File: config.mk
export PLATFORM = sky130hd
export DESIGN_NAME = fpu_top
export DESIGN_NICKNAME = d
export VERILOG_FILES = /design/src/hdl/fpu_pkg.sv /design/src/hdl/booth_mul.sv /design/src/hdl/fp_addsub.sv /design/src/hdl/fp_compare.sv /design/src/hdl/fpu_top.sv /design/src/hdl/ks_adder.sv /design/src/hdl/mant_divider.sv
export VERILOG_INCLUDE_DIRS = /design/src /design/src/hdl
export SDC_FILE = /design/constraint.sdc
export NUM_CORES = 2
export LEC_CHECK = 0
export BUFFER_PORTS_ARGS = -buffer_cell sky130_fd_sc_hd__buf_2
export CAP_MARGIN = 20
export CORE_MARGIN = 2
export CORE_UTILIZATION = 35
export DETAILED_ROUTE_END_ITERATION = 6
export PLACE_DENSITY_LB_ADDON = 0.05
export SLEW_MARGIN = 20
export SYNTH_ARGS = -nofsm -noshare
export SYNTH_HDL_FRONTEND = slang
export SYNTH_HIERARCHICAL = 1
export SYNTH_SLANG_ARGS = --single-unit
File: constraint.sdc
create_clock -name clk -period 15.7 [get_ports clk]
set_input_delay 0.785 -clock clk [delete_from_list [all_inputs] [get_ports clk]]
set_output_delay 0.785 -clock clk [all_outputs]
set_load 0.1 [all_outputs]
File: src/hdl/fpu_defs.svh
`ifndef FPU_DEFS_SVH
`define FPU_DEFS_SVH

// single precision word layout
`define FP_WIDTH 32
`define EXP_BITS 8
`define FRAC_BITS 23

// significand with the hidden one
`define MANT_BITS 24

// exponent range
`define EXP_BIAS 127
`define EXP_MAX 254

// quotient bits from the divider
`define DIV_ITER 25

`endif

File: src/hdl/fpu_pkg.sv
package fpu_pkg;

	`include "fpu_defs.svh"

	typedef logic [`FP_WIDTH-1:0] fp_word_t;  // sign, exponent, fraction
	typedef logic [`EXP_BITS-1:0] exp_t;      // biased exponent
	typedef logic [`MANT_BITS-1:0] mant_t;    // hidden one included

	// 5 to 7 are illegal and give an all-zero result
	typedef enum logic [2:0] {
		OP_ADD = 3'd0,
		OP_SUB = 3'd1,
		OP_MUL = 3'd2,
		OP_DIV = 3'd3,
		OP_CMP = 3'd4
	} fpu_op_e;

	typedef enum logic [1:0] {
		DIV_IDLE = 2'd0,
		DIV_RUN  = 2'd1,
		DIV_DONE = 2'd2
	} div_state_e;

endpackage

File: src/hdl/booth_mul.sv
`timescale 1ns/1ns
`include "fpu_defs.svh"

module booth_mul import fpu_pkg::*; (
	input  fp_word_t i_a,
	input  fp_word_t i_b,
	output fp_word_t o_result,
	output logic     o_ovf,
	output logic     o_unf
);

	localparam int NGRP = `MANT_BITS / 2 + 1;   // radix-4 groups, last one holds the msb
	localparam int PW   = 2 * `MANT_BITS + 4;   // signed partial product width
	localparam int MSB  = 2 * `MANT_BITS - 1;
	localparam logic signed [9:0] EMAX = `EXP_MAX;
	localparam logic signed [9:0] BIAS = `EXP_BIAS;

	mant_t                     ma;
	mant_t                     mb;
	exp_t                      ea;
	exp_t                      eb;
	logic [2*NGRP:0]           b_rec;
	logic signed [PW-1:0]      a_ext;
	logic signed [PW-1:0]      pp [NGRP];
	logic signed [PW-1:0]      acc;
	logic [MSB:0]              prod;
	logic [`FRAC_BITS-1:0]     frac;
	logic signed [9:0]         exp_p;
	logic                      sign_p;

	assign ma = {1'b1, i_a[`FRAC_BITS-1:0]};
	assign mb = {1'b1, i_b[`FRAC_BITS-1:0]};
	assign ea = i_a[`FP_WIDTH-2 -: `EXP_BITS];
	assign eb = i_b[`FP_WIDTH-2 -: `EXP_BITS];

	assign b_rec = {2'b00, mb, 1'b0};   // zero below bit 0, unsigned top
	assign a_ext = $signed({{(PW-`MANT_BITS){1'b0}}, ma});

	// overlapping triplets pick 0, +-a or +-2a
	always_comb begin
		for (int j = 0; j < NGRP; j++) begin
			case (b_rec[2*j +: 3])
				3'b001, 3'b010: pp[j] = a_ext;
				3'b011:         pp[j] = a_ext <<< 1;
				3'b100:         pp[j] = -(a_ext <<< 1);
				3'b101, 3'b110: pp[j] = -a_ext;
				default:        pp[j] = '0;
			endcase
		end
	end

	always_comb begin
		acc = '0;
		for (int j = 0; j < NGRP; j++) begin
			acc = acc + (pp[j] <<< (2 * j));
		end
	end

	assign prod = acc[MSB:0];

	// product of two [1,2) significands lands in [1,4)
	assign frac  = prod[MSB] ? prod[MSB-1 -: `FRAC_BITS] : prod[MSB-2 -: `FRAC_BITS];
	assign exp_p = $signed({2'b00, ea}) + $signed({2'b00, eb}) - BIAS
		+ $signed({9'd0, prod[MSB]});
	assign sign_p = i_a[`FP_WIDTH-1] ^ i_b[`FP_WIDTH-1];

	assign o_result = {sign_p, exp_p[`EXP_BITS-1:0], frac};
	assign o_ovf    = exp_p > EMAX;
	assign o_unf    = exp_p < 10'sd1;

endmodule

File: src/hdl/fp_addsub.sv
`timescale 1ns/1ns
`include "fpu_defs.svh"

module fp_addsub import fpu_pkg::*; (
	input  fp_word_t i_a,
	input  fp_word_t i_b,
	input  logic     i_sub,
	output fp_word_t o_result,
	output logic     o_ovf,
	output logic     o_unf
);

	localparam int SW = `MANT_BITS + 1;                 // room for the add carry
	localparam logic signed [9:0] EMAX = `EXP_MAX;

	logic              sign_b;    // sign of b after the subtract flip
	logic              a_leads;
	logic              sign_l;
	logic              eff_sub;
	exp_t              exp_l;
	exp_t              exp_s;
	exp_t              exp_diff;
	mant_t             mant_l;
	mant_t             mant_s;
	mant_t             mant_al;
	logic [SW-1:0]     add_b;
	logic [SW-1:0]     sum;
	logic [4:0]        lzc;
	mant_t             mant_n;
	logic signed [9:0] exp_n;
	logic              is_zero;

	assign sign_b  = i_b[`FP_WIDTH-1] ^ i_sub;
	assign eff_sub = i_a[`FP_WIDTH-1] ^ sign_b;

	// exponent and fraction compare as one unsigned field
	assign a_leads = i_a[`FP_WIDTH-2:0] >= i_b[`FP_WIDTH-2:0];
	assign sign_l  = a_leads ? i_a[`FP_WIDTH-1] : sign_b;

	assign exp_l  = a_leads ? i_a[`FP_WIDTH-2 -: `EXP_BITS] : i_b[`FP_WIDTH-2 -: `EXP_BITS];
	assign exp_s  = a_leads ? i_b[`FP_WIDTH-2 -: `EXP_BITS] : i_a[`FP_WIDTH-2 -: `EXP_BITS];
	assign mant_l = {1'b1, a_leads ? i_a[`FRAC_BITS-1:0] : i_b[`FRAC_BITS-1:0]};
	assign mant_s = {1'b1, a_leads ? i_b[`FRAC_BITS-1:0] : i_a[`FRAC_BITS-1:0]};

	assign exp_diff = exp_l - exp_s;
	assign mant_al  = mant_s >> exp_diff;  // shifted-out bits dropped, 24+ clears it

	// one's complement plus carry in gives the two's complement subtrahend
	assign add_b = eff_sub ? ~{1'b0, mant_al} : {1'b0, mant_al};

	ks_adder #(
		.WIDTH (SW)
	) u_mag_add (
		.i_a    ({1'b0, mant_l}),
		.i_b    (add_b),
		.i_cin  (eff_sub),
		.o_sum  (sum),
		.o_cout ()            // add carry shows up in sum[SW-1]
	);

	always_comb begin
		lzc = 5'(`MANT_BITS);
		for (int i = 0; i < `MANT_BITS; i++) begin
			if (sum[i]) begin
				lzc = 5'(`MANT_BITS - 1 - i);
			end
		end
		is_zero = (sum == '0);
		if (sum[SW-1]) begin  // carry out of the add
			mant_n = sum[SW-1:1];
			exp_n  = $signed({2'b00, exp_l}) + 10'sd1;
		end else begin
			mant_n = mant_t'(sum[`MANT_BITS-1:0] << lzc);
			exp_n  = $signed({2'b00, exp_l}) - $signed({5'b00000, lzc});
		end
	end

	assign o_result = is_zero ? '0 :
		{sign_l, exp_n[`EXP_BITS-1:0], mant_n[`FRAC_BITS-1:0]};
	assign o_ovf = ~is_zero & (exp_n > EMAX);
	assign o_unf = ~is_zero & (exp_n < 10'sd1);

endmodule

File: src/hdl/fp_compare.sv
`timescale 1ns/1ns
`include "fpu_defs.svh"

module fp_compare import fpu_pkg::*; (
	input  fp_word_t i_a,
	input  fp_word_t i_b,
	output logic     o_greater,
	output logic     o_equal,
	output logic     o_less
);

	logic sa;
	logic sb;
	logic both_zero;  // +0 and -0
	logic mag_gt;
	logic mag_eq;

	assign sa        = i_a[`FP_WIDTH-1];
	assign sb        = i_b[`FP_WIDTH-1];
	assign both_zero = (i_a[`FP_WIDTH-2:0] == '0) && (i_b[`FP_WIDTH-2:0] == '0);
	assign mag_gt    = i_a[`FP_WIDTH-2:0] > i_b[`FP_WIDTH-2:0];
	assign mag_eq    = i_a[`FP_WIDTH-2:0] == i_b[`FP_WIDTH-2:0];

	always_comb begin
		o_greater = 1'b0;
		o_equal   = 1'b0;
		o_less    = 1'b0;
		if (both_zero || (sa == sb && mag_eq)) begin
			o_equal = 1'b1;
		end else if (sa != sb) begin
			o_greater = ~sa;
			o_less    = sa;
		end else begin
			// negative operands reverse the magnitude order
			o_greater = mag_gt ^ sa;
			o_less    = ~(mag_gt ^ sa);
		end
	end

endmodule

File: src/hdl/fpu_top.sv
`timescale 1ns/1ns

module fpu_top import fpu_pkg::*; (
	input  logic     clk,
	input  logic     i_rst_n,
	input  logic     i_valid,
	output logic     o_ready,
	input  fpu_op_e  i_op,
	input  fp_word_t i_a,
	input  fp_word_t i_b,
	output logic     o_valid,
	input  logic     i_ready,
	output fp_word_t o_result,
	output logic     o_ovf,
	output logic     o_unf,
	output logic     o_dbz,
	output logic     o_greater,
	output logic     o_equal,
	output logic     o_less
);

	fpu_op_e    op_q;
	fp_word_t   a_q;
	fp_word_t   b_q;
	logic       pend;       // operands held, unit output due next edge
	logic       accept;
	logic       load;
	logic       div_start;
	fp_word_t   as_result;
	fp_word_t   mul_result;
	fp_word_t   div_result;
	logic       as_ovf;
	logic       as_unf;
	logic       mul_ovf;
	logic       mul_unf;
	logic       div_ovf;
	logic       div_unf;
	logic       div_dbz;
	logic       div_done;
	div_state_e div_state;
	logic       cmp_gt;
	logic       cmp_eq;
	logic       cmp_lt;
	fp_word_t   nxt_result;
	logic [5:0] nxt_flags;  // ovf, unf, dbz, greater, equal, less

	// ready looks at the result register as it will be after this edge
	assign o_ready   = ~pend && (div_state == DIV_IDLE) && (~o_valid || i_ready);
	assign accept    = i_valid && o_ready;
	assign div_start = pend && (op_q == OP_DIV);
	assign load      = (pend && op_q != OP_DIV) || div_done;

	fp_addsub u_addsub (
		.i_a      (a_q),
		.i_b      (b_q),
		.i_sub    (op_q == OP_SUB),
		.o_result (as_result),
		.o_ovf    (as_ovf),
		.o_unf    (as_unf)
	);

	booth_mul u_mul (
		.i_a      (a_q),
		.i_b      (b_q),
		.o_result (mul_result),
		.o_ovf    (mul_ovf),
		.o_unf    (mul_unf)
	);

	mant_divider u_div (
		.clk      (clk),
		.i_rst_n  (i_rst_n),
		.i_start  (div_start),
		.i_a      (a_q),
		.i_b      (b_q),
		.o_done   (div_done),
		.o_result (div_result),
		.o_ovf    (div_ovf),
		.o_unf    (div_unf),
		.o_dbz    (div_dbz),
		.o_state  (div_state)
	);

	fp_compare u_cmp (
		.i_a       (a_q),
		.i_b       (b_q),
		.o_greater (cmp_gt),
		.o_equal   (cmp_eq),
		.o_less    (cmp_lt)
	);

	always_comb begin
		nxt_result = '0;
		nxt_flags  = '0;
		case (op_q)
			OP_ADD, OP_SUB: begin
				nxt_result = as_result;
				nxt_flags  = {as_ovf, as_unf, 4'b0000};
			end
			OP_MUL: begin
				nxt_result = mul_result;
				nxt_flags  = {mul_ovf, mul_unf, 4'b0000};
			end
			OP_DIV: begin
				nxt_result = div_result;
				nxt_flags  = {div_ovf, div_unf, div_dbz, 3'b000};
			end
			OP_CMP: nxt_flags = {3'b000, cmp_gt, cmp_eq, cmp_lt};
			default: ;  // illegal opcode, everything zero
		endcase
	end

	always_ff @(posedge clk) begin
		if (!i_rst_n) begin
			pend    <= 1'b0;
			o_valid <= 1'b0;
		end else begin
			pend <= accept;
			if (load) begin
				o_valid <= 1'b1;
			end else if (i_ready) begin
				o_valid <= 1'b0;  // consumed
			end
		end
	end

	always_ff @(posedge clk) begin
		if (accept) begin
			op_q <= i_op;
			a_q  <= i_a;
			b_q  <= i_b;
		end
		if (load) begin
			o_result <= nxt_result;
			{o_ovf, o_unf, o_dbz, o_greater, o_equal, o_less} <= nxt_flags;
		end
	end

endmodule

File: src/hdl/ks_adder.sv
`timescale 1ns/1ns
`include "fpu_defs.svh"

module ks_adder #(
	parameter int WIDTH = `MANT_BITS
) (
	input  logic [WIDTH-1:0] i_a,
	input  logic [WIDTH-1:0] i_b,
	input  logic             i_cin,
	output logic [WIDTH-1:0] o_sum,
	output logic             o_cout
);

	localparam int LEVELS = $clog2(WIDTH);

	wire [WIDTH-1:0] hs;              // half sum, also the level 0 propagate
	wire [WIDTH-1:0] g [0:LEVELS];    // group generate per level
	wire [WIDTH-1:0] p [0:LEVELS];    // group propagate per level

	assign hs = i_a ^ i_b;
	assign p[0] = hs;
	// carry in folded into bit 0 so g at the top level is the carry out of each bit
	assign g[0] = (i_a & i_b) | {{(WIDTH-1){1'b0}}, hs[0] & i_cin};

	genvar l, k;
	generate
		for (l = 0; l < LEVELS; l++) begin : g_level
			localparam int D = 1 << l;
			for (k = 0; k < WIDTH; k++) begin : g_bit
				if (k >= 2 * D) begin : g_black
					assign g[l+1][k] = g[l][k] | (p[l][k] & g[l][k-D]);
					assign p[l+1][k] = p[l][k] & p[l][k-D];
				end else if (k >= D) begin : g_gray
					// span reaches bit 0 here, generate is final
					assign g[l+1][k] = g[l][k] | (p[l][k] & g[l][k-D]);
					assign p[l+1][k] = p[l][k];
				end else begin : g_pass
					assign g[l+1][k] = g[l][k];
					assign p[l+1][k] = p[l][k];
				end
			end
		end
	endgenerate

	generate
		if (WIDTH > 1) begin : g_sum_wide
			assign o_sum = hs ^ {g[LEVELS][WIDTH-2:0], i_cin};
		end else begin : g_sum_bit
			assign o_sum = hs ^ i_cin;
		end
	endgenerate

	assign o_cout = g[LEVELS][WIDTH-1];

endmodule

File: src/hdl/mant_divider.sv
`timescale 1ns/1ns
`include "fpu_defs.svh"

module mant_divider import fpu_pkg::*; (
	input  logic       clk,
	input  logic       i_rst_n,
	input  logic       i_start,
	input  fp_word_t   i_a,
	input  fp_word_t   i_b,
	output logic       o_done,
	output fp_word_t   o_result,
	output logic       o_ovf,
	output logic       o_unf,
	output logic       o_dbz,
	output div_state_e o_state
);

	localparam int RW    = `MANT_BITS + 1;         // remainder stays below 2*divisor
	localparam int CNT_W = $clog2(`DIV_ITER);
	localparam logic signed [9:0] EMAX = `EXP_MAX;
	localparam logic signed [9:0] BIAS = `EXP_BIAS;

	div_state_e        state;
	logic [CNT_W-1:0]  cnt;
	logic [RW-1:0]     rem;
	logic [RW-1:0]     diff;
	logic              fits;        // no borrow from rem - divisor
	logic [RW-1:0]     quot;
	mant_t             mb;
	exp_t              ea;
	exp_t              eb;
	logic              sgn;
	logic              dbz;
	logic              b_zero;
	logic signed [9:0] exp_q;

	assign b_zero = (i_b[`FP_WIDTH-2:0] == '0);

	ks_adder #(
		.WIDTH (RW)
	) u_trial (
		.i_a    (rem),
		.i_b    (~{1'b0, mb}),
		.i_cin  (1'b1),
		.o_sum  (diff),
		.o_cout (fits)
	);

	always_ff @(posedge clk) begin
		if (!i_rst_n) begin
			state <= DIV_IDLE;
			cnt   <= '0;
		end else begin
			case (state)
				DIV_IDLE: begin
					if (i_start) begin
						state <= b_zero ? DIV_DONE : DIV_RUN;
						cnt   <= '0;
					end
				end
				DIV_RUN: begin
					cnt <= cnt + 1'b1;
					if (cnt == CNT_W'(`DIV_ITER - 1)) begin
						state <= DIV_DONE;
					end
				end
				default: state <= DIV_IDLE;  // done lasts one cycle
			endcase
		end
	end

	always_ff @(posedge clk) begin
		if (state == DIV_IDLE && i_start) begin
			rem  <= {1'b0, 1'b1, i_a[`FRAC_BITS-1:0]};
			mb   <= {1'b1, i_b[`FRAC_BITS-1:0]};
			quot <= '0;
			ea   <= i_a[`FP_WIDTH-2 -: `EXP_BITS];
			eb   <= i_b[`FP_WIDTH-2 -: `EXP_BITS];
			sgn  <= i_a[`FP_WIDTH-1] ^ i_b[`FP_WIDTH-1];
			dbz  <= b_zero;
		end else if (state == DIV_RUN) begin
			quot <= {quot[RW-2:0], fits};  // msb first
			rem  <= fits ? {diff[RW-2:0], 1'b0} : {rem[RW-2:0], 1'b0};
		end
	end

	assign exp_q = $signed({2'b00, ea}) - $signed({2'b00, eb}) + BIAS - 10'sd1
		+ $signed({9'd0, quot[RW-1]});

	assign o_done   = (state == DIV_DONE);
	assign o_state  = state;
	assign o_dbz    = dbz;
	assign o_result = dbz ? '0 : {sgn, exp_q[`EXP_BITS-1:0],
		quot[RW-1] ? quot[RW-2:1] : quot[RW-3:0]};
	assign o_ovf = ~dbz & (exp_q > EMAX);
	assign o_unf = ~dbz & (exp_q < 10'sd1);

endmodule

==> results.ini <==
[cts]
clk_latency_ns=0.55
ctsResizeCount=0
cts_root_buf=clkbuf_16
cts_buffer_depth=3
cts_hold_buf=0
postCtsSetupBuffers=0
clock_sinks=205
cts.htree.levels=1
clk_pin_slew_ns=0.06
cts_tree=done
cts_buffers=24

[setup_path]
cp-end-kind=register
critPathKind=register to register
critPathRequiredTime_ns=16.07
critical_path.max_stage_delay_ns=0.87
path_max_fanout=19
cp-start-kind=register
cpMaxStageDelayCell=or3_1
arrival_ns=13.71
crit_family=simple AND/OR/NAND/NOR gates
path_buf_inv=6

[cells_and_area]
layout-drive-gt1-share=0.1096
finalNetCount=5714
areaGrowthSynthToFinish_pct=7.654

[yosys]
yosysWarnings=6
syn_inst=5179
netlist_area_sq_mm=0.04093
synth_area_per_cell_sq_um=7.904

[route]
drt_pre_antenna_iters=7
vias=41310
vias_per_cell=6.221
drc=0
drt_iter0_drc=5351
ant_nets=0
wire_per_inst_microns=29.15
routed_wl_microns=193500

[placement]
port_buffers=110
gp_congestion=0.9971
dp_hpwl_microns=144700

[status]
status=finished, final reports clean

[sta]
relSlewSlack=0.1604
tightest_slew_ns=1.259
fin_skew_ns=0.02040
slew_viol_final=0
finalHoldViolCount=0
fmax_mhz=74.98
layout_min_cycle_time_ns=13.34
setup_viol=0
rsz0062_at_grt=no
totalNegativeSetupSlack_ns=0
timing.final.crit_share=0.8494

[global_routing]
grt_pass1_wl_microns=283200
grt_pass1_vias=40220
grt_max_degree=72
grt_use_total=0.3153
grt_overflow=0
antenna_found_initial=6

[die]
row_count=125
start_util=0.3527
die_width_microns=346.0
die_area_sq_mm=0.1197
num_io_pins=111
core_area_sq_mm=0.1160
die_h_microns=346.0

[hold_path]
hp-class=input port to register

[run]
maxCapViolCount=0

stage by stage:
step | cells | instance area [sq um] | setup WS (ns) | hold WS [ns] | util
floorplan | 5180 | 40940 | 4.599 | 0.4221 | -
finish | 6640 | 44070 | 2.364 | 0.4111 | 0.3797
global placement | 6590 | 43250 | 2.627 | 0.4428 | 0.3727
global route | 6637 | 44060 | 1.893 | 0.3847 | 0.3797
detailed placement | 6592 | 43280 | 2.612 | 0.4479 | 0.3729
CTS | 6635 | 44050 | 2.574 | 0.3757 | 0.3796
cells in the final DEF, fill, tap and decap left out, types with 20 or more instances in the layout:
cell,n
nor2_1,359
nand4_1,40
and3_1,25
nor4_1,41
and2_1,33
dfxtp_1,36
mux2_2,33
a221oi_1,121
xnor2_1,195
a21oi_1,352
or2_2,33
a21o_1,77
o31ai_1,21
clkbuf_16,25
a22oi_1,60
nand3_1,70
o221ai_1,20
o22ai_1,73
o21bai_1,21
mux4_2,34
xor2_1,44
a221o_1,56
nand2b_1,25
a211oi_1,77
o21ai_1,44
o211ai_1,59
buf_4,192
fa_1,320
nor2b_1,39
edfxtp_1,169
o21ai_0,377
a31oi_1,54
buf_2,111
ha_1,228
nand2_1,550
nor3_1,65
mux2i_1,155
inv_1,524
registers in the layout (all words and copies together) (netlist names), 2 cells and up:
name	count
op_q	3
o_result	32
u_div/cnt	5
u_div/ea	8
b_q	32
u_div/o_state	2
u_div/mb	23
a_q	32
u_div/eb	8
u_div/quot	25
u_div/rem	25
metal layers:
layer / vias to the layer above / global-route usage / wire [microns]
li1: 18250 / - / -
met1: 20420 / 0.4221 / 80440
met2: 2193 / 0.5067 / 87570
met3: 444 / 0.04888 / 16320
met4: 4 / 0.1288 / 9163
met5: - / 0 / 30
final timing paths:
path              slack [ns]                      start  depth (start not counted)                         to
setup / recovery        2.36           a_q[1]$_DFFE_PP_                         40            o_ovf$_DFFE_PP_
hold / removal          0.41                    i_op[1]                          1          op_q[1]$_DFFE_PP_
setup reg to reg        2.36           a_q[1]$_DFFE_PP_                         40            o_ovf$_DFFE_PP_
hold reg to reg         0.46  u_div/cnt[4]$_SDFFE_PN0P_                          1  u_div/cnt[4]$_SDFFE_PN0P_
final cells by class:
cell class	instances	area, sq um
Sequential cell	205	5796
Tap cell	1524	1907
Timing Repair Buffer	304	2017
Inverter	544	2044
Clock inverter	12	113.9
Antenna cell	5	12.51
Fill cell	12180	71980
Clock buffer	31	658.1
Multi-Input combinational cell	4015	31520
Power is left out: the tool's default activity adds up to more than one toggle a clock period on the data nets, which glitch-free logic cannot reach.
